`src/design/phy_pkg.sv`:
```
/*
 * Shared types and default sizes for the DDR3 PHY data path model.
 * Modules take what they need with a wildcard import in their header.
 */

`default_nettype none

package phy_pkg;

    // write serializer state
    typedef enum logic {
        SER_IDLE  = 1'b0, // no burst on the pins
        SER_BURST = 1'b1  // beats being driven
    } ser_state_e;

    // read deserializer state
    typedef enum logic {
        DES_IDLE    = 1'b0, // waiting for a read enable
        DES_CAPTURE = 1'b1  // sampling dq beats
    } des_state_e;

    parameter int DEF_DQ_WIDTH   = 16; // two byte lanes
    parameter int DEF_BURST_LEN  = 4;  // beats per burst
    parameter int DEF_ADDR_WIDTH = 16;
    parameter int DEF_BANK_WIDTH = 3;
    parameter int DEF_RANKS      = 2;  // width of cs_n, cke, odt
    parameter int DEF_WR_DEPTH   = 4;  // write fifo depth in bursts

endpackage

`default_nettype wire

```
`src/design/phy_cmd_path.sv`:
```
/*
 * Command and address registration from the DFI side to the memory pins.
 * Every field reaches its pin one cycle later. Also forms the memory clock.
 */

`timescale 1ns/10ps
`default_nettype none

module phy_cmd_path import phy_pkg::*; #(
    parameter int ADDR_WIDTH = DEF_ADDR_WIDTH,
    parameter int BANK_WIDTH = DEF_BANK_WIDTH,
    parameter int RANKS      = DEF_RANKS
) (
    input  wire                   dfi_clk,
    input  wire                   rst_i,
    input  logic [ADDR_WIDTH-1:0] dfi_address_i,
    input  logic [BANK_WIDTH-1:0] dfi_bank_i,
    input  logic                  dfi_ras_n_i,
    input  logic                  dfi_cas_n_i,
    input  logic                  dfi_we_n_i,
    input  logic [RANKS-1:0]      dfi_cs_n_i,
    input  logic [RANKS-1:0]      dfi_cke_i,
    input  logic [RANKS-1:0]      dfi_odt_i,
    input  logic                  dfi_reset_n_i,
    output logic [ADDR_WIDTH-1:0] ddr_addr_o,
    output logic [BANK_WIDTH-1:0] ddr_ba_o,
    output logic                  ddr_ras_n_o,
    output logic                  ddr_cas_n_o,
    output logic                  ddr_we_n_o,
    output logic [RANKS-1:0]      ddr_cs_n_o,
    output logic [RANKS-1:0]      ddr_cke_o,
    output logic [RANKS-1:0]      ddr_odt_o,
    output logic                  ddr_reset_n_o,
    output logic                  ddr_ck_p_o,
    output logic                  ddr_ck_n_o
);

    always_ff @(posedge dfi_clk) begin
        if (rst_i) begin
            ddr_addr_o    <= '0;
            ddr_ba_o      <= '0;
            ddr_ras_n_o   <= 1'b1;          // nop command while in reset
            ddr_cas_n_o   <= 1'b1;
            ddr_we_n_o    <= 1'b1;
            ddr_cs_n_o    <= '1;            // all ranks deselected
            ddr_cke_o     <= '0;
            ddr_odt_o     <= '0;
            ddr_reset_n_o <= 1'b0;          // hold memory in reset
            ddr_ck_p_o    <= 1'b0;          // clock parked low
        end else begin
            ddr_addr_o    <= dfi_address_i;
            ddr_ba_o      <= dfi_bank_i;
            ddr_ras_n_o   <= dfi_ras_n_i;
            ddr_cas_n_o   <= dfi_cas_n_i;
            ddr_we_n_o    <= dfi_we_n_i;
            ddr_cs_n_o    <= dfi_cs_n_i;
            ddr_cke_o     <= dfi_cke_i;
            ddr_odt_o     <= dfi_odt_i;
            ddr_reset_n_o <= dfi_reset_n_i;
            ddr_ck_p_o    <= ~ddr_ck_p_o;   // free running toggle
        end
    end

    assign ddr_ck_n_o = ~ddr_ck_p_o; // differential partner

endmodule

`default_nettype wire

```
`src/design/phy_wr_fifo.sv`:
```
/*
 * Circular buffer of write bursts between the DFI write port and the serializer.
 * Head is shown combinationally; push and pop may share a cycle.
 */

`timescale 1ns/10ps
`default_nettype none

module phy_wr_fifo import phy_pkg::*; #(
    parameter int DQ_WIDTH  = DEF_DQ_WIDTH,
    parameter int BURST_LEN = DEF_BURST_LEN,
    parameter int WR_DEPTH  = DEF_WR_DEPTH
) (
    input  wire                              dfi_clk,
    input  wire                              rst_i,
    input  logic                             wr_push_i,
    input  logic [BURST_LEN*DQ_WIDTH-1:0]    wr_data_i,
    input  logic [BURST_LEN*DQ_WIDTH/8-1:0]  wr_mask_i,
    input  logic                             wr_pop_i,
    output logic                             wr_ready_o,
    output logic [BURST_LEN*DQ_WIDTH-1:0]    wr_head_data_o,
    output logic [BURST_LEN*DQ_WIDTH/8-1:0]  wr_head_mask_o,
    output logic                             wr_head_valid_o
);

    localparam int DATA_W = BURST_LEN * DQ_WIDTH;
    localparam int MASK_W = BURST_LEN * DQ_WIDTH / 8;
    localparam int PTR_W  = (WR_DEPTH > 1) ? $clog2(WR_DEPTH) : 1;
    localparam int CNT_W  = $clog2(WR_DEPTH + 1);
    localparam logic [PTR_W-1:0] LAST_SLOT = PTR_W'(WR_DEPTH - 1);

    logic [DATA_W-1:0] data_mem [WR_DEPTH];
    logic [MASK_W-1:0] mask_mem [WR_DEPTH];
    logic [PTR_W-1:0]  wr_ptr_q;
    logic [PTR_W-1:0]  rd_ptr_q;
    logic [CNT_W-1:0]  count_q;
    logic              push;
    logic              pop;

    assign wr_ready_o      = (count_q != CNT_W'(WR_DEPTH)); // low when full
    assign wr_head_valid_o = (count_q != '0);
    assign push            = wr_push_i & wr_ready_o;       // enable while full is dropped
    assign pop             = wr_pop_i & wr_head_valid_o;

    assign wr_head_data_o = data_mem[rd_ptr_q];
    assign wr_head_mask_o = mask_mem[rd_ptr_q];

    always_ff @(posedge dfi_clk) begin
        if (push) begin
            data_mem[wr_ptr_q] <= wr_data_i;
            mask_mem[wr_ptr_q] <= wr_mask_i;
        end
    end

    always_ff @(posedge dfi_clk) begin
        if (rst_i) begin
            wr_ptr_q <= '0;
            rd_ptr_q <= '0;
            count_q  <= '0;
        end else begin
            if (push) wr_ptr_q <= (wr_ptr_q == LAST_SLOT) ? '0 : wr_ptr_q + 1'b1; // wrap at depth
            if (pop)  rd_ptr_q <= (rd_ptr_q == LAST_SLOT) ? '0 : rd_ptr_q + 1'b1;
            case ({push, pop})
                2'b10:   count_q <= count_q + 1'b1;
                2'b01:   count_q <= count_q - 1'b1;
                default: count_q <= count_q;     // both or neither
            endcase
        end
    end

endmodule

`default_nettype wire

```
`src/design/phy_wr_serializer.sv`:
```
/*
 * Write serializer. Takes one burst from the write FIFO and drives it onto
 * DQ and DM one beat per cycle, with DQS toggling and the output enables high.
 * The next burst is taken on the last beat so bursts run back to back.
 */

`timescale 1ns/10ps
`default_nettype none

module phy_wr_serializer import phy_pkg::*; #(
    parameter int DQ_WIDTH  = DEF_DQ_WIDTH,
    parameter int BURST_LEN = DEF_BURST_LEN
) (
    input  wire                              dfi_clk,
    input  wire                              rst_i,
    input  logic [BURST_LEN*DQ_WIDTH-1:0]    wr_head_data_i,
    input  logic [BURST_LEN*DQ_WIDTH/8-1:0]  wr_head_mask_i,
    input  logic                             wr_head_valid_i,
    output logic                             wr_pop_o,
    output logic [DQ_WIDTH-1:0]              ddr_dq_o,
    output logic [DQ_WIDTH/8-1:0]            ddr_dm_o,
    output logic                             ddr_dq_oe_o,
    output logic [DQ_WIDTH/8-1:0]            ddr_dqs_p_o,
    output logic [DQ_WIDTH/8-1:0]            ddr_dqs_n_o,
    output logic                             ddr_dqs_oe_o
);

    localparam int DM_WIDTH = DQ_WIDTH / 8;
    localparam int DATA_W   = BURST_LEN * DQ_WIDTH;
    localparam int MASK_W   = BURST_LEN * DM_WIDTH;
    localparam int BEAT_W   = (BURST_LEN > 1) ? $clog2(BURST_LEN) : 1;
    localparam logic [BEAT_W-1:0] LAST_BEAT = BEAT_W'(BURST_LEN - 1);

    ser_state_e        state_q;
    logic [BEAT_W-1:0] beat_cnt_q;
    logic [DATA_W-1:0] data_q;     // held burst, current beat in low bits
    logic [MASK_W-1:0] mask_q;
    logic              last_beat;
    logic              dqs_level;

    assign last_beat = (state_q == SER_BURST) && (beat_cnt_q == LAST_BEAT);
    assign wr_pop_o  = wr_head_valid_i & ((state_q == SER_IDLE) | last_beat); // take next burst

    always_ff @(posedge dfi_clk) begin
        if (rst_i) begin
            state_q    <= SER_IDLE;
            beat_cnt_q <= '0;
        end else if (wr_pop_o) begin
            state_q    <= SER_BURST;    // start or chain a burst
            beat_cnt_q <= '0;
        end else if (last_beat) begin
            state_q    <= SER_IDLE;     // queue ran dry
            beat_cnt_q <= '0;
        end else if (state_q == SER_BURST) begin
            beat_cnt_q <= beat_cnt_q + 1'b1;
        end
    end

    // burst shift registers, payload only
    always_ff @(posedge dfi_clk) begin
        if (wr_pop_o) begin
            data_q <= wr_head_data_i;
            mask_q <= wr_head_mask_i;
        end else begin
            data_q <= data_q >> DQ_WIDTH;  // next beat down
            mask_q <= mask_q >> DM_WIDTH;
        end
    end

    assign ddr_dq_o     = data_q[DQ_WIDTH-1:0];
    assign ddr_dm_o     = mask_q[DM_WIDTH-1:0];
    assign ddr_dq_oe_o  = (state_q == SER_BURST);
    assign ddr_dqs_oe_o = (state_q == SER_BURST);   // strobe driven with data

    assign dqs_level   = ddr_dq_oe_o & ~beat_cnt_q[0]; // high on even beats
    assign ddr_dqs_p_o = {DM_WIDTH{dqs_level}};     // one strobe per byte lane
    assign ddr_dqs_n_o = ~ddr_dqs_p_o;

endmodule

`default_nettype wire

```
`src/design/phy_rd_deserializer.sv`:
```
/*
 * Read deserializer. After a read enable, samples BURST_LEN beats of DQ and
 * presents them as one DFI word, beat 0 in the low bits, with a one cycle valid.
 */

`timescale 1ns/10ps
`default_nettype none

module phy_rd_deserializer import phy_pkg::*; #(
    parameter int DQ_WIDTH  = DEF_DQ_WIDTH,
    parameter int BURST_LEN = DEF_BURST_LEN
) (
    input  wire                           dfi_clk,
    input  wire                           rst_i,
    input  logic                          dfi_rddata_en_i,
    input  logic [DQ_WIDTH-1:0]           ddr_dq_i,
    output logic [BURST_LEN*DQ_WIDTH-1:0] dfi_rddata_o,
    output logic                          dfi_rddata_valid_o
);

    localparam int WORD_W = BURST_LEN * DQ_WIDTH;
    localparam int BEAT_W = (BURST_LEN > 1) ? $clog2(BURST_LEN) : 1;
    localparam logic [BEAT_W-1:0] LAST_BEAT = BEAT_W'(BURST_LEN - 1);

    des_state_e        state_q;
    logic [BEAT_W-1:0] beat_cnt_q;
    logic [WORD_W-1:0] asm_q;       // assembly register
    logic [WORD_W-1:0] asm_next;
    logic              last_beat;

    // new beat enters at the top, so beat 0 ends up lowest
    assign asm_next  = WORD_W'({ddr_dq_i, asm_q} >> DQ_WIDTH);
    assign last_beat = (state_q == DES_CAPTURE) && (beat_cnt_q == LAST_BEAT);

    always_ff @(posedge dfi_clk) begin
        if (rst_i) begin
            state_q            <= DES_IDLE;
            beat_cnt_q         <= '0;
            dfi_rddata_valid_o <= 1'b0;
        end else begin
            dfi_rddata_valid_o <= last_beat;     // one cycle after the last sample
            if (dfi_rddata_en_i) begin
                state_q    <= DES_CAPTURE;       // may overlap the last beat
                beat_cnt_q <= '0;
            end else if (last_beat) begin
                state_q    <= DES_IDLE;
                beat_cnt_q <= '0;
            end else if (state_q == DES_CAPTURE) begin
                beat_cnt_q <= beat_cnt_q + 1'b1;
            end
        end
    end

    // payload registers
    always_ff @(posedge dfi_clk) begin
        if (state_q == DES_CAPTURE) asm_q <= asm_next;
        if (last_beat) dfi_rddata_o <= asm_next;    // word held while next read gathers
    end

endmodule

`default_nettype wire

```
`src/design/phy_top.sv`:
```
/*
 * Top level of the single clock DDR3 PHY data path model.
 * Sets the sizes and wires the command path, write FIFO, write serializer
 * and read deserializer. Bidirectional pins come as drive, enable and sample.
 */

`timescale 1ns/10ps
`default_nettype none

module phy_top import phy_pkg::*; #(
    parameter int DQ_WIDTH   = DEF_DQ_WIDTH,
    parameter int BURST_LEN  = DEF_BURST_LEN,
    parameter int ADDR_WIDTH = DEF_ADDR_WIDTH,
    parameter int BANK_WIDTH = DEF_BANK_WIDTH,
    parameter int RANKS      = DEF_RANKS,
    parameter int WR_DEPTH   = DEF_WR_DEPTH
) (
    input  wire                              dfi_clk,
    input  wire                              rst_i,
    // dfi command side
    input  logic [ADDR_WIDTH-1:0]            dfi_address_i,
    input  logic [BANK_WIDTH-1:0]            dfi_bank_i,
    input  logic                             dfi_ras_n_i,
    input  logic                             dfi_cas_n_i,
    input  logic                             dfi_we_n_i,
    input  logic [RANKS-1:0]                 dfi_cs_n_i,
    input  logic [RANKS-1:0]                 dfi_cke_i,
    input  logic [RANKS-1:0]                 dfi_odt_i,
    input  logic                             dfi_reset_n_i,
    // dfi write and read data
    input  logic                             dfi_wrdata_en_i,
    input  logic [BURST_LEN*DQ_WIDTH-1:0]    dfi_wrdata_i,
    input  logic [BURST_LEN*DQ_WIDTH/8-1:0]  dfi_wrdata_mask_i,
    output logic                             dfi_wrdata_ready_o,
    input  logic                             dfi_rddata_en_i,
    output logic [BURST_LEN*DQ_WIDTH-1:0]    dfi_rddata_o,
    output logic                             dfi_rddata_valid_o,
    // ddr3 pins
    output logic [ADDR_WIDTH-1:0]            ddr_addr_o,
    output logic [BANK_WIDTH-1:0]            ddr_ba_o,
    output logic                             ddr_ras_n_o,
    output logic                             ddr_cas_n_o,
    output logic                             ddr_we_n_o,
    output logic [RANKS-1:0]                 ddr_cs_n_o,
    output logic [RANKS-1:0]                 ddr_cke_o,
    output logic [RANKS-1:0]                 ddr_odt_o,
    output logic                             ddr_reset_n_o,
    output logic                             ddr_ck_p_o,
    output logic                             ddr_ck_n_o,
    output logic [DQ_WIDTH-1:0]              ddr_dq_o,
    output logic [DQ_WIDTH/8-1:0]            ddr_dm_o,
    output logic                             ddr_dq_oe_o,
    output logic [DQ_WIDTH/8-1:0]            ddr_dqs_p_o,
    output logic [DQ_WIDTH/8-1:0]            ddr_dqs_n_o,
    output logic                             ddr_dqs_oe_o,
    input  logic [DQ_WIDTH-1:0]              ddr_dq_i
);

    logic [BURST_LEN*DQ_WIDTH-1:0]   wr_head_data;  // fifo head to serializer
    logic [BURST_LEN*DQ_WIDTH/8-1:0] wr_head_mask;
    logic                            wr_head_valid;
    logic                            wr_pop;

    phy_cmd_path #(
        .ADDR_WIDTH(ADDR_WIDTH), .BANK_WIDTH(BANK_WIDTH), .RANKS(RANKS)
    ) cmd_path_i (
        .dfi_clk, .rst_i,
        .dfi_address_i, .dfi_bank_i, .dfi_ras_n_i, .dfi_cas_n_i, .dfi_we_n_i,
        .dfi_cs_n_i, .dfi_cke_i, .dfi_odt_i, .dfi_reset_n_i,
        .ddr_addr_o, .ddr_ba_o, .ddr_ras_n_o, .ddr_cas_n_o, .ddr_we_n_o,
        .ddr_cs_n_o, .ddr_cke_o, .ddr_odt_o, .ddr_reset_n_o, .ddr_ck_p_o, .ddr_ck_n_o
    );

    phy_wr_fifo #(
        .DQ_WIDTH(DQ_WIDTH), .BURST_LEN(BURST_LEN), .WR_DEPTH(WR_DEPTH)
    ) wr_fifo_i (
        .dfi_clk, .rst_i,
        .wr_push_i      (dfi_wrdata_en_i),
        .wr_data_i      (dfi_wrdata_i),
        .wr_mask_i      (dfi_wrdata_mask_i),
        .wr_pop_i       (wr_pop),
        .wr_ready_o     (dfi_wrdata_ready_o),
        .wr_head_data_o (wr_head_data),
        .wr_head_mask_o (wr_head_mask),
        .wr_head_valid_o(wr_head_valid)
    );

    phy_wr_serializer #(
        .DQ_WIDTH(DQ_WIDTH), .BURST_LEN(BURST_LEN)
    ) wr_serializer_i (
        .dfi_clk, .rst_i,
        .wr_head_data_i (wr_head_data),
        .wr_head_mask_i (wr_head_mask),
        .wr_head_valid_i(wr_head_valid),
        .wr_pop_o       (wr_pop),
        .ddr_dq_o, .ddr_dm_o, .ddr_dq_oe_o, .ddr_dqs_p_o, .ddr_dqs_n_o, .ddr_dqs_oe_o
    );

    phy_rd_deserializer #(
        .DQ_WIDTH(DQ_WIDTH), .BURST_LEN(BURST_LEN)
    ) rd_deserializer_i (
        .dfi_clk, .rst_i,
        .dfi_rddata_en_i, .ddr_dq_i, .dfi_rddata_o, .dfi_rddata_valid_o
    );

endmodule

`default_nettype wire

```
`config.mk`:
```
export PLATFORM = sky130hd
export DESIGN_NAME = phy_top
export DESIGN_NICKNAME = d
export VERILOG_FILES = /design/src/design/phy_pkg.sv /design/src/design/phy_cmd_path.sv /design/src/design/phy_wr_fifo.sv /design/src/design/phy_wr_serializer.sv /design/src/design/phy_rd_deserializer.sv /design/src/design/phy_top.sv
export SDC_FILE = /design/constraint.sdc
export NUM_CORES = 1
export LEC_CHECK = 0
export BUFFER_PORTS_ARGS = -buffer_cell sky130_fd_sc_hd__buf_2
export CAP_MARGIN = 20
export CORE_MARGIN = 4
export CORE_UTILIZATION = 57
export CTS_CLUSTER_SIZE = 25
export DETAILED_ROUTE_END_ITERATION = 7
export GPL_TIMING_DRIVEN = 0
export PLACE_DENSITY_LB_ADDON = 0.1
export SKIP_CTS_REPAIR_TIMING = 1
export SKIP_LAST_GASP = 1
export SLEW_MARGIN = 20
export SYNTH_ARGS = -nofsm -noshare
export SYNTH_HDL_FRONTEND = slang
export SYNTH_HIERARCHICAL = 1
export SYNTH_SLANG_ARGS = --single-unit
```
`constraint.sdc`:
```
create_clock -name dfi_clk -period 4.2 [get_ports dfi_clk]
set_input_delay 0.84 -clock dfi_clk [delete_from_list [all_inputs] [get_ports dfi_clk]]
set_output_delay 0.84 -clock dfi_clk [all_outputs]
set_load 0.05 [all_outputs]
```
### Word level (Yosys, flattened, before mapping)

Memory sizes are Yosys's and may differ from the RTL's. A register that Yosys moved wholly into a read port is not among the register bits.
Cells that the tools add are included.

* reduce and logical (&&, ||, !) cells: 8
* div/mod/pow operators: 0
* shift operators: 0
* bitwise operators: 9
* $lt $le $gt $ge: 0
* add/sub/neg operators: 6
* multiplexer cells: 15
* $mul: 0
* eq/ne operators: 7

Operators with widths (number)
* $mux W48: 1
* $mux W2: 6
* $eq A2 B2 Y1 const B: 5
* $add A2 B1 Y2 const B: 4
* $mux W1: 6
* $mux W6: 1
* $pmux W3 S2: 1
* $reduce_bool A2 Y1: 3
* $reduce_or A3 Y1: 2
* $and A1 B1 Y1: 4
* $add A3 B1 Y3 const B: 1
* $ne A3 B3 Y1 const B: 1
* $not A1 Y1: 3
* $reduce_bool A3 Y1: 1
* $sub A3 B1 Y3 const B: 1
* $eq A2 B1 Y1 const B: 1
* $logic_and A1 B1 Y1: 2
* $not A2 Y2: 1
* $or A1 B1 Y1: 1

* RAM bits: 288
* register bits: 244
* bits in read-only memories: 0
* word-level logic and storage cells: 71
* input bits: 121
* latch bits: 0
* memories kept: 2

Memory list
* wr_fifo_i.data_mem: depth 4, width 64, rd ports 1, clocked after memory_dff 1, wr ports 1, line phy_wr_fifo.sv:32 `logic [DATA_W-1:0] data_mem [WR_DEPTH];`
* wr_fifo_i.mask_mem: depth 4, width 8, rd ports 1, clocked after memory_dff 1, wr ports 1, line phy_wr_fifo.sv:33 `logic [MASK_W-1:0] mask_mem [WR_DEPTH];`

### Depth between registers and ports, before layout

Gate-level depths: netlist (run 1).

* word-level depth: 7
* depth in mapped cells: 13

### By module

Netlist (run 1), hierarchy kept.

Modules (own cells, without submodules)
* phy_wr_fifo: area each 10882.9 um^2, cells each 428, times used 1
* phy_rd_deserializer: area each 3533.4 um^2, cells each 128, times used 1
* phy_wr_serializer: area each 2740.1 um^2, cells each 193, times used 1
* phy_cmd_path: area each 810.8 um^2, cells each 64, times used 1

### Least setup slack after synthesis (run 1)

Ideal clock, no wire load.

* path type: register -> register
* from: reg rd_deserializer_i.state_q
* to: reg rd_deserializer_i.dfi_rddata_o[0], enable pin
* data arrival time: 3077 ps
* stages on the path, launching flop included: 2
* path buffers: 0
* path slack: 694 ps
* period minus slack after synthesis: 3506 ps
* library setup time: 429 ps
* path through: dfxtp_1 > and2_1

* word-level cells in the longest chain between the ends: 1

RTL lines
* start: declaration: line phy_rd_deserializer.sv:25 `des_state_e state_q;`
* start signal: assignment: line phy_rd_deserializer.sv:37 `state_q <= DES_IDLE;`
* start signal: assignment: line phy_rd_deserializer.sv:43 `state_q <= DES_CAPTURE;`
* start signal: assignment: line phy_rd_deserializer.sv:46 `state_q <= DES_IDLE;`
* $logic_and A1 B1 Y1: line phy_rd_deserializer.sv:33 `assign last_beat = (state_q == DES_CAPTURE) && (beat_cnt_q == LAST_BEAT);`
* via rd_deserializer_i.last_beat: line phy_rd_deserializer.sv:29 `logic last_beat;`
* end signal: assignment: line phy_rd_deserializer.sv:57 `if (last_beat) dfi_rddata_o <= asm_next;`
* end: declaration: line phy_rd_deserializer.sv:17 `output logic [BURST_LEN*DQ_WIDTH-1:0] dfi_rddata_o,`

The timed path passes the listed nets, and every way through them passes these cells.
A chain may end at the register's enable or synchronous reset.

### Worst setup path in the final report (run 1)

* from: reg wr_fifo_i.count_q[1]
* to: reg wr_fifo_i.count_q[2]

* word-level cells in the longest chain between the ends: 5
* elaborated cells between the ends (all ways): 11

RTL lines
* start: declaration: line phy_wr_fifo.sv:36 `logic [CNT_W-1:0] count_q;`
* start signal: assignment: line phy_wr_fifo.sv:64 `2'b10: count_q <= count_q + 1'b1;`
* start signal: assignment: line phy_wr_fifo.sv:65 `2'b01: count_q <= count_q - 1'b1;`
* start signal: assignment: line phy_wr_fifo.sv:66 `default: count_q <= count_q;`
* $reduce_bool A3 Y1 *: line phy_wr_fifo.sv:41 `assign wr_head_valid_o = (count_q != '0);`
* via wr_head_valid: line phy_top.sv:61 `logic wr_head_valid;`
* $and A1 B1 Y1 *: line phy_wr_serializer.sv:42 `assign wr_pop_o = wr_head_valid_i & ((state_q == SER_IDLE) | last_beat);`
* via wr_pop: line phy_top.sv:62 `logic wr_pop;`
* $and A1 B1 Y1 *: line phy_wr_fifo.sv:43 `assign pop = wr_pop_i & wr_head_valid_o;`
* via wr_fifo_i.pop: line phy_wr_fifo.sv:38 `logic pop;`
* $eq A2 B1 Y1 or $eq A2 B2 Y1 (tied branches): line phy_wr_fifo.sv:63 `case ({push, pop})`
* $pmux W3 S2 or $reduce_bool A2 Y1 (tied branches)

Mark *: on every way through the listed nets, which the timed path passes. The rest lies on a longest branch.

==> impl_metrics.yaml, run 1 <==
run_status:
  status: "completed"
critical_path:
  cp_data_arrival_time_ns: 3.34
  cp_max_fo: 10
  rr_worst_depth: 12
  cp-end-kind: "register"
  worst_setup_path_start_kind: "register"
  critical_path_required_ns: 4.67
  timing.setup.critical_path_class: "reg -> reg"
finish:
  area_growth_from_synthesis_to_layout_pct: 19.38
  drive_gt1_frac: 0.4333
  fill_cells: 1955
  finish.cell_count_without_fillers: 1552
  nNetsFinal: 1242
cts:
  max-clock-path-buffers: 3
  clock_sink_count: 518
  htree_levels: 2
  cts_tree: "built"
  clock_insertion_delay_worst_skew_ns: 0.54
  root_buffer: "sky130_fd_sc_hd__clkbuf_16"
  cts-buffers-inserted: 51
  clock_transition_at_the_register_clock_pins_on_the_worst_setup_and_hold_paths_after_cts_ns: 0.06
place:
  placedCellCount: 1455
  post-dp-hpwl_mm: 20.00
  dp_slack_ns: 1.322
  port-buffer-count: 241
  place.gp.congestion: 0.7070
timing:
  finalWorstSetupSlack_ns: 1.329
  final_report_setup_violation_count: 0
  fmax_mhz: 348.3
  unrepaired_setup_endpoints_after_global_routing: "no"
  skew_ns: 0.01250
  period_share: 0.6836
  finalMaxSlewViolations: 0
  final.hold.worst_slack_ns: 0.4145
  finalHoldViolations: 0
  max-slew-margin-rel: 0.5335
  max_slew.worst_pin.slew_ns: 0.6998
  period_needed_ns: 2.871
detailed_routing:
  detail-route-antenna-nets: 0
  drt_pass1_iterations: 4
  post_drt_wl_per_cell_um: 20.25
  dr_total_vias: 8129
  drc_errors: 0
  drt_iter0_markers: 532
  drt-vias-per-instance: 5.238
  routed_wirelength_mm: 31.44
pwr:
  leakage_power_of_the_design_nw: 7.964
  power_density_of_the_placed_cells_nw_per_um2: 653.9
  peakVddDrop_uv: 375.9
floorplan:
  design.core.area_um2: 30830
  ios: 242
  rows: 64
  dieArea_um2: 34430
  die_span_in_y_um: 185.5
  floorplan.initialDensity: 0.5828
  horiz_die_dim_um: 185.5
run:
  max_capacitance_violation_total: 0
synthesis:
  synth.cell_area_um2: 17970
  synth_nets: 943
  yosys_warnings: 6
  seq_total_area_yosys: 0.8000
  ys_seq_elements: 518
  syn-mean-instance-area_um2: 22.10
  synth_cells: 813
  synth_cell_type_count: 40
grt:
  grt_antenna_before_repair: 7
  grt.total_usage: 0.1852
  grt_remaining_overflow: 0
  grt_first_pass_wirelength_mm: 48.47
  vias_in_the_first_global_route: 8554
  grt_max_degree: 55
worst_hold_path:
  min_path_cells: 0
  worst_hold_path_type: "reg -> reg"
per-stage QoR:
step	util	cell area (um^2)	total power [mW]	TNS (ns)
after global placement	0.6380	19670	9.810	-54.90
after global routing	0.6956	21440	14.64	0
final	0.6957	21450	14.03	0
after floorplan	-	17970	9.072	0
after CTS	0.6956	21440	14.19	0
after detailed placement	0.6429	19820	9.878	0
report_power, final:
part | switching [mW] | internal (mW) | leakage (nW)
Combinational | 1.66 | 1.66 | 2.50
Sequential | 0.217 | 6.18 | 4.66
Clock | 1.75 | 2.56 | 0.805
Total | 3.63 | 10.4 | 7.96
flip-flops by register name (all words and copies together), names as in the netlist, named ones only:
register	flops
wr_fifo_i/data_mem	256
rd_deserializer_i/dfi_rddata_o	64
wr_serializer_i/data_q	64
rd_deserializer_i/asm_q	48
wr_fifo_i/mask_mem	32
cmd_path_i/ddr_addr_o	16
wr_serializer_i/mask_q	8
cmd_path_i/ddr_ba_o	3
wr_fifo_i/count_q	3
cmd_path_i/ddr_cke_o	2
cmd_path_i/ddr_cs_n_o	2
cmd_path_i/ddr_odt_o	2
rd_deserializer_i/beat_cnt_q	2
wr_fifo_i/rd_ptr_q	2
wr_fifo_i/wr_ptr_q	2
wr_serializer_i/beat_cnt_q	2
cmd_path_i/ddr_cas_n_o	1
cmd_path_i/ddr_ck_p_o	1
cmd_path_i/ddr_ras_n_o	1
cmd_path_i/ddr_reset_n_o	1
cmd_path_i/ddr_we_n_o	1
rd_deserializer_i/dfi_rddata_valid_o	1
rd_deserializer_i/state_q	1
wr_serializer_i/ddr_dq_oe_o	1
final timing paths:
kind	startpoint	slack, ns	endpoint
setup / recovery	wr_fifo_i/count_q[1]$_SDFFE_PP0P_	1.33	wr_fifo_i/count_q[2]$_SDFFE_PP0P_
hold reg to reg	rd_deserializer_i/asm_q[30]$_DFFE_PP_	0.41	rd_deserializer_i/dfi_rddata_o[14]$_DFFE_PP_
hold / removal	rd_deserializer_i/asm_q[30]$_DFFE_PP_	0.41	rd_deserializer_i/dfi_rddata_o[14]$_DFFE_PP_
setup reg to reg	wr_fifo_i/count_q[1]$_SDFFE_PP0P_	1.33	wr_fifo_i/count_q[2]$_SDFFE_PP0P_
synthesized netlist by cell type (all sizes together):
master | instances | area share
o31ai | 1 | 0.00042
or2b | 1 | 0.00042
and3 | 22 | 0.0079
a211oi | 2 | 0.0011
ha | 8 | 0.0056
edfxtp | 400 | 0.67
a21oi | 5 | 0.0014
or2 | 5 | 0.0017
nand3b | 1 | 0.00042
buf | 43 | 0.020
inv | 12 | 0.0025
fa | 1 | 0.0011
nand2 | 4 | 0.0014
mux2 | 54 | 0.044
nor2b | 25 | 0.0087
or3b | 2 | 0.00098
or3 | 4 | 0.0015
xor2 | 2 | 0.00098
clkbuf | 9 | 0.0019
o21ai | 2 | 0.00077
nor2 | 7 | 0.0015
nand2b | 7 | 0.0026
mux4 | 72 | 0.090
a211o | 1 | 0.00049
dfxtp | 118 | 0.13
mux2i | 2 | 0.0011
o32a | 1 | 0.00056
and2 | 1 | 0.00035
o22a | 1 | 0.00049
placed cells by master (no fill, tap or decap), drive strengths merged, types with 4 or more instances in the layout:
cell,count
edfxtp,400
buf,289
dfxtp,118
clkbuf,84
mux4,72
mux2,54
nor2b,25
and3,22
clkinv,18
inv,12
ha,8
nor2,7
nand2b,7
or2,5
a21oi,5
or3,4
nand2,4
critical path, cell delays in order (launching register included):
cell and delay, ns:
sky130_fd_sc_hd__dfxtp_1 0.34, sky130_fd_sc_hd__or3_2 0.55, sky130_fd_sc_hd__nand2_4 0.22, sky130_fd_sc_hd__buf_6 0.23, sky130_fd_sc_hd__inv_1 0.07, sky130_fd_sc_hd__o31ai_1 0.15
sky130_fd_sc_hd__inv_1 0.11, sky130_fd_sc_hd__ha_1 0.23, sky130_fd_sc_hd__inv_1 0.07, sky130_fd_sc_hd__fa_1 0.18, sky130_fd_sc_hd__xor2_1 0.08, sky130_fd_sc_hd__or3_2 0.41
sky130_fd_sc_hd__a21oi_1 0.15
cell families after synthesis:
| logic type | after synthesis | share of synthesized area |
|---|---|---|
| compound gates | 13 | 0.005223 |
| simple gates | 79 | 0.02744 |
| mux | 128 | 0.1354 |
| fa+ha+maj | 9 | 0.006686 |
| xor+xnor | 2 | 0.0009751 |
| buf+inv | 64 | 0.02423 |
| flops | 518 | 0.8000 |
final cells by class:
class / instances / area, um^2 / share of cell area
diodes: 2 / 5.005 / 0.0002333
repair buffers: 246 / 1336 / 0.06230
clock inverters: 20 / 142.6 / 0.006650
plain buffers: 52 / 390.4 / 0.01820
multi-input cells: 231 / 3177 / 0.1481
inverters: 12 / 45.04 / 0.002100
flip-flops and latches: 518 / 14380 / 0.6703
clock buffers: 75 / 1480 / 0.06901
well taps: 396 / 495.5 / 0.02310
layer usage:
metal / track usage / vias to the layer above / wire length, um
met3: 0.04456 / 45 / 1827
met1: 0.2458 / 4102 / 12910
met4: 0.03731 / 12 / 369
met2: 0.3192 / 191 / 16250
met5: 0 / - / 78
li1: - / 3779 / -
No activity file was read; power rests on OpenSTA's default activity.
==> run 2: changes to the inputs <==
ABC_AREA = 1   (was not set)
clock period = 2.7 ns   (was 4.2 ns; I/O delays follow)
==> run 2 against run 1 <==
Utilization decreased by 0.61 points. Combinational power rose by 130%. Area after synthesis up 4.5%. Count of clock-buffer cells in the layout down 4. Sequential cell count is the same. Via count up 36%.
==> impl_metrics.yaml, run 2 <==
run_status:
  status: "completed"
floorplan:
  dieArea_um2: 35910
  ios: 242
  rows: 66
  die_span_in_y_um: 189.5
  floorplan.initialDensity: 0.5771
  design.core.area_um2: 32540
  horiz_die_dim_um: 189.5
critical_path:
  path_common_cell: "sky130_fd_sc_hd__inv_1"
  cp-startpoint: "wr_serializer_i/beat_cnt_q[0]$_SDFFE_PP0P_"
  cp_data_arrival_time_ns: 2.89
  critPathMaxStageDelay_ns: 0.38
  worst_setup_path_start_kind: "register"
  timing.setup.critical_path_class: "reg -> reg"
  critical_path.reg2reg.startpoint: "wr_serializer_i/beat_cnt_q[0]$_SDFFE_PP0P_"
  cp_max_fo: 10
  rr_worst_depth: 17
  setup.reg_to_reg.worst_slack_ns: 0.26
  critical_path.reg2reg.endpoint: "wr_fifo_i/count_q[2]$_SDFFE_PP0P_"
  critical_path_required_ns: 3.15
  slowest_cell_on_the_critical_path: "sky130_fd_sc_hd__fa_1"
  cp-end-kind: "register"
  worstPathCellList: "ha_1 -> inv_1 -> nand2_2 -> nand2_4 -> buf_4 -> inv_1 -> nand2_1 -> inv_1 -> ha_1 -> inv_1 -> fa_1 -> inv_1 -> nand2_1 -> nand3_1 -> nand2_1 -> inv_1 -> nor2_1"
run:
  max_capacitance_violation_total: 0
synthesis:
  ys_top_cells_by_count: "sky130_fd_sc_hd__edfxtp_1 (400), sky130_fd_sc_hd__nor2_1 (161), sky130_fd_sc_hd__nand2_1 (136), sky130_fd_sc_hd__o21ai_0 (136), sky130_fd_sc_hd__dfxtp_1 (118)"
  synth_cells: 1333
  synth_xor_area_frac: 0.0004664
  synth.cell_area_um2: 18780
  async_flop_share: 0
  yosysTopAreaCell: "sky130_fd_sc_hd__edfxtp_1"
  synth_nets: 1463
  synth_top_family_by_area: "simple AND/OR/NAND/NOR gates"
  top_cells_by_area_synth: "sky130_fd_sc_hd__edfxtp_1 (64%), sky130_fd_sc_hd__dfxtp_1 (13%), sky130_fd_sc_hd__o21ai_0 (3.6%)"
  post-synth-top-area-fraction: 0.6397
  yosys_warnings: 6
  syn-mean-instance-area_um2: 14.09
  synthSimpleGateAreaFrac: 0.09502
  yosys-mux-area-fraction: 0
  ys_seq_elements: 518
  synth_fa_ha_area_frac: 0.006397
  synth_enable_flop_cells: 400
  seq_total_area_yosys: 0.7655
  synth-compound-area-share: 0.08136
  synth_cell_type_count: 31
  synthFlopType: "sky130_fd_sc_hd__edfxtp_1"
  synth_most_common_cell: "sky130_fd_sc_hd__edfxtp_1"
grt:
  grt.total_usage: 0.2162
  grt_remaining_overflow: 0
  vias_in_the_first_global_route: 10890
  grt_antenna_before_repair: 3
  grt_first_pass_wirelength_mm: 60.15
  grt_max_degree: 54
pwr:
  power_density_of_the_placed_cells_nw_per_um2: 1080
  clock_power_share: 0.272
  switching_share: 0.3383
  power.internal_mw: 16.03
  peakVddDrop_uv: 635.9
  leakage_power_of_the_design_nw: 8.771
  p_switching_mw: 8.196
  totalPowerFinal_mw: 24.23
  comb_power_share: 0.316
  power.sequential.fraction: 0.411
finish:
  sequential_cell_area_um2: 14380
  finish.cell_count_without_fillers: 2124
  registers.top_by_ff_count: "wr_fifo_i/data_mem"
  postLayoutCoreUtil: 0.6897
  largest_register_ff_count: 256
  drive_gt1_frac: 0.3087
  final_cell_mix: "sky130_fd_sc_hd__edfxtp_1 (400), sky130_fd_sc_hd__buf_2 (262), sky130_fd_sc_hd__nor2_1 (157), sky130_fd_sc_hd__o21ai_0 (136), sky130_fd_sc_hd__nand2_1 (135)"
  most_common_cell_after_layout_fill_and_taps_aside: "sky130_fd_sc_hd__edfxtp_1"
  area_growth_from_synthesis_to_layout_pct: 19.50
  fill_cells: 2370
  nNetsFinal: 1769
  largest_registers: "wr_fifo_i/data_mem x256, rd_deserializer_i/dfi_rddata_o x64, wr_serializer_i/data_q x64"
  multi_input_area_um2: 3473
place:
  post-dp-hpwl_mm: 26.30
  placedCellCount: 2029
  dp_slack_ns: 0.2469
  port-buffer-count: 241
  place.gp.congestion: 0.7622
cts:
  root_buffer: "sky130_fd_sc_hd__clkbuf_16"
  clock_sink_count: 518
  cts_tree: "built"
  htree_levels: 2
  cts-buffers-inserted: 50
  max-clock-path-buffers: 3
  clock_transition_at_the_register_clock_pins_on_the_worst_setup_and_hold_paths_after_cts_ns: 0.06
  clock_insertion_delay_worst_skew_ns: 0.56
detailed_routing:
  drt_iter0_markers: 843
  detail-route-antenna-nets: 0
  drt-vias-per-instance: 5.206
  post_drt_wl_per_cell_um: 18.55
  routed_wirelength_mm: 39.39
  drt_pass1_iterations: 5
  dr_total_vias: 11060
  drc_errors: 0
timing:
  unrepaired_setup_endpoints_after_global_routing: "no"
  final_report_setup_violation_count: 0
  fmax_mhz: 410.6
  finalMaxSlewViolations: 0
  max-slew-margin-rel: 0.5255
  finalHoldViolations: 0
  period_share: 0.9020
  finalWorstSetupSlack_ns: 0.2645
  max_slew.worst_pin.slew_ns: 0.7102
  final.hold.worst_slack_ns: 0.1627
  period_needed_ns: 2.436
  skew_ns: 0.01625
worst_hold_path:
  min-delay-start: "dfi_ras_n_i"
  min_to: "cmd_path_i/ddr_ras_n_o$_SDFF_PP1_"
  worst_hold_path_type: "in -> reg"
  min_path_cells: 3
-- run 2: cell count changes in the layout (fill, tap and decap cells not counted), moves of 15 or more --
cell,previous run,this run
sky130_fd_sc_hd__and3_1,18,0
sky130_fd_sc_hd__buf_2,247,262
sky130_fd_sc_hd__inv_1,12,76
sky130_fd_sc_hd__mux2_4,49,0
sky130_fd_sc_hd__mux4_2,72,0
sky130_fd_sc_hd__nand2_1,2,135
sky130_fd_sc_hd__nand3_1,0,53
sky130_fd_sc_hd__nor2_1,7,157
sky130_fd_sc_hd__nor2_2,0,52
sky130_fd_sc_hd__nor2b_1,25,0
sky130_fd_sc_hd__o21ai_0,1,136
sky130_fd_sc_hd__o22ai_1,0,22
sky130_fd_sc_hd__o22ai_2,0,50
-- run 2: worst max path at each step --
| stage | endpoint | slack, ns | cells past startpoint |
|---|---|---|---|
| floorplan | wr_fifo_i/data_mem[3][0]$_DFFE_PP_ | -0.73 | 4 |
| detailed placement | wr_fifo_i/count_q[2]$_SDFFE_PP0P_ | 0.25 | 17 |
| global placement | wr_fifo_i/data_mem[3][13]$_DFFE_PP_ | -2.05 | 3 |
| CTS | wr_fifo_i/count_q[2]$_SDFFE_PP0P_ | 0.23 | 16 |
| global route | wr_fifo_i/count_q[2]$_SDFFE_PP0P_ | 0.02 | 16 |
| finish | wr_fifo_i/count_q[2]$_SDFFE_PP0P_ | 0.26 | 17 |
-- run 2: logic make-up (layout without fill, tap and decap cells) --
logic type	Yosys count	in the layout
AND/OR/NAND/NOR	411	411
adder cells (fa/ha/maj)	9	9
XOR/XNOR	1	1
flip-flops	518	518
AO/OA/AOI/OAI	224	224
other	0	1
buffers and inverters	170	518
-- run 2: stage by stage --
| step | area [um^2] | TNS, ns |
|---|---|---|
| global placement | 20550 | -578.81 |
| floorplan | 18790 | -209.20 |
| finish | 22440 | 0 |
| detailed placement | 20860 | 0 |
| global route | 22440 | 0 |
| CTS | 22430 | 0 |
-- run 2: power by group through the flow --
stage | sequential, mW | combinational (mW) | clock, mW
floorplan | 10.2 | 5.26 | 0
CTS | 9.97 | 7.66 | 6.74
detailed placement | 10.1 | 7.64 | 0
global placement | 10.2 | 7.39 | 0
global route | 10.0 | 8.35 | 7.09
finish | 9.96 | 7.67 | 6.60
-- run 2: layout make-up --
class	instances	area share
repair buffers	254	0.06635
plain buffers	90	0.02916
well taps	442	0.02465
multi-input cells	645	0.1548
clock inverters	23	0.007305
diodes	1	0.0001115
inverters	80	0.01388
clock buffers	71	0.06301
flip-flops and latches	518	0.6407
-- run 2: critical path, delay by kind of cell (launching register included) --
family / cells / cell delay, ns
fa+ha+maj: 3 / 0.72
buf+inv: 7 / 0.65
flops: 1 / 0.37
simple gates: 7 / 0.58
-- run 2: metal layers --
| layer | wire length, um | global-route usage |
|---|---|---|
| met3 | 2646 | 0.04296 |
| met2 | 19540 | 0.3638 |
| met4 | 758 | 0.05620 |
| met1 | 16430 | 0.2931 |
| met5 | 23 | 0 |
==> run 3: changes to the inputs <==
CORE_UTILIZATION = 35   (was 57)
==> run 3 against run 2 <==
Count of clock-buffer cells in the layout increased by 5. Clock power grew 17%. Worst setup slack got worse by 0.00098 ns. Highest routed layer is now met4. Register-to-register slack better by 0.05 ns. Total power increased by 5.7%. Maximum frequency about the same. Critical path depth shrank 12. Wire length is 15% higher. Largest power group unchanged. Via count is 0.81% lower. Critical endpoint is now ddr_dqs_n_o[1].
==> impl_metrics.yaml, run 3 (synthesized netlist as in run 2, its figures left out) <==
finish:
  drive_gt1_frac: 0.3186
  registers.top_by_ff_count: "wr_fifo_i/data_mem"
  nNetsFinal: 1779
  area_growth_from_synthesis_to_layout_pct: 23.60
  largest_register_ff_count: 256
  postLayoutCoreUtil: 0.4390
  most_common_cell_after_layout_fill_and_taps_aside: "sky130_fd_sc_hd__edfxtp_1"
  final_cell_mix: "sky130_fd_sc_hd__edfxtp_1 (400), sky130_fd_sc_hd__buf_2 (262), sky130_fd_sc_hd__nor2_1 (157), sky130_fd_sc_hd__nand2_1 (136), sky130_fd_sc_hd__o21ai_0 (136)"
  post_layout_inst_area_um2: 23210
  largest_registers: "wr_fifo_i/data_mem x256, rd_deserializer_i/dfi_rddata_o x64, wr_serializer_i/data_q x64"
  finish.cell_count_without_fillers: 2388
timing:
  period_needed_ns: 2.437
  max_slew.worst_pin.slew_ns: 0.7307
  finalMaxSlewViolations: 0
  fmax_mhz: 410.4
  finalHoldViolations: 0
  final_report_setup_violation_count: 0
  timing.setup.tns_ns: 0
  unrepaired_setup_endpoints_after_global_routing: "no"
  max-slew-margin-rel: 0.5128
  finalWorstSetupSlack_ns: 0.2635
  skew_ns: 0.01820
  period_share: 0.9024
  final.hold.worst_slack_ns: 0.1272
critical_path:
  worst_setup_path_start_kind: "register"
  cp_max_fo: 8
  cp-end-kind: "primary output"
  rr_worst_depth: 16
  cp_data_arrival_time_ns: 1.90
  critical_path_required_ns: 2.16
  critical_path.reg2reg.endpoint: "wr_fifo_i/count_q[2]$_SDFFE_PP0P_"
  setup.reg_to_reg.worst_slack_ns: 0.31
  timing.setup.critical_path_class: "reg -> out"
  critical_path.reg2reg.startpoint: "wr_fifo_i/count_q[1]$_SDFFE_PP0P_"
detailed_routing:
  drt_iter0_markers: 630
  dr_total_vias: 10970
  routed_wirelength_mm: 45.20
  drc_errors: 0
  detail-route-antenna-nets: 0
  drt-vias-per-instance: 4.593
  post_drt_wl_per_cell_um: 18.93
  drt_pass1_iterations: 5
pwr:
  comb_power_share: 0.309
  p_switching_mw: 8.661
  power.sequential.fraction: 0.389
  peakVddDrop_uv: 563.4
  clock_power_share: 0.302
  leakage_power_of_the_design_nw: 9.003
  power_density_of_the_placed_cells_nw_per_um2: 1104
  totalPowerFinal_mw: 25.61
  switching_share: 0.3381
  power.internal_mw: 16.95
cts:
  cts_tree: "built"
  max-clock-path-buffers: 3
  clock_insertion_delay_worst_skew_ns: 0.59
  htree_levels: 2
  clock_transition_at_the_register_clock_pins_on_the_worst_setup_and_hold_paths_after_cts_ns: 0.06
  cts-buffers-inserted: 56
  clock_sink_count: 518
  root_buffer: "sky130_fd_sc_hd__clkbuf_16"
floorplan:
  design.core.area_um2: 52870
  horiz_die_dim_um: 239.6
  rows: 84
  ios: 242
  dieArea_um2: 57420
  die_span_in_y_um: 239.6
  floorplan.initialDensity: 0.3552
place:
  dpl_cell_area_um2: 21300
  placedCellCount: 2279
  port-buffer-count: 241
  post-dp-hpwl_mm: 30.07
  dp_slack_ns: 0.3145
  place.gp.congestion: 0.7477
grt:
  vias_in_the_first_global_route: 10860
  grt.total_usage: 0.1536
  grt_remaining_overflow: 0
  grt_antenna_before_repair: 3
  grt_first_pass_wirelength_mm: 66.59
  grt_max_degree: 54
worst_hold_path:
  worst_hold_path_type: "in -> reg"
  min_to: "cmd_path_i/ddr_cas_n_o$_SDFF_PP1_"
  min_path_cells: 3
  min-delay-start: "dfi_cas_n_i"
run_status:
  status: "completed"
run:
  max_capacitance_violation_total: 0
-- run 3: worst max-delay path by stage --
stage                                     endpoint                                      from
6_report                            ddr_dqs_n_o[1]  wr_serializer_i/ddr_dq_oe_o$_SDFFE_PP0P_
5_1_grt          wr_fifo_i/count_q[2]$_SDFFE_PP0P_         wr_fifo_i/count_q[1]$_SDFFE_PP0P_
4_1_cts                             ddr_dqs_n_o[1]  wr_serializer_i/ddr_dq_oe_o$_SDFFE_PP0P_
3_5_place_dp   wr_fifo_i/data_mem[3][26]$_DFFE_PP_                           dfi_wrdata_en_i
3_3_place_gp   wr_fifo_i/data_mem[3][26]$_DFFE_PP_                           dfi_wrdata_en_i
2_1_floorplan   wr_fifo_i/data_mem[3][0]$_DFFE_PP_         wr_fifo_i/count_q[1]$_SDFFE_PP0P_
-- run 3: layer usage --
layer  vias up  global-route usage  share of wire
li1       5322                   -              -
met5         -                   0              0
met3        63             0.02959          0.052
met4         0             0.04697          0.023
met2       252              0.2500           0.48
met1      5331              0.2099           0.45
-- run 3: worst max-delay path: stages, from the launching register on --
cell,delay [ns]
sky130_fd_sc_hd__dfxtp_1,0.53
sky130_fd_sc_hd__inv_1,0.10
sky130_fd_sc_hd__nor2_1,0.25
sky130_fd_sc_hd__inv_1,0.09
sky130_fd_sc_hd__buf_4,0.13
sky130_fd_sc_hd__buf_2,0.20
-- run 3: cell type report --
class | instances | area [um^2]
fill | 4841 | 29660
tap | 688 | 860.8
clock inverter | 28 | 299.0
inverter | 80 | 311.5
sequential | 518 | 14380
antenna | 5 | 12.51
multi-input combinational | 645 | 3471
timing repair buffer | 258 | 1622
buffer | 90 | 654.4
clock buffer | 76 | 1599
-- run 3: power by group through the flow --
stage | Combinational, mW | Sequential (mW) | Clock, mW
finish | 7.92 | 9.97 | 7.73
detailed placement | 8.03 | 10.1 | 0
global placement | 7.80 | 10.2 | 0
floorplan | 5.26 | 10.2 | 0
global route | 8.65 | 10.0 | 8.36
CTS | 8.05 | 9.99 | 8.00
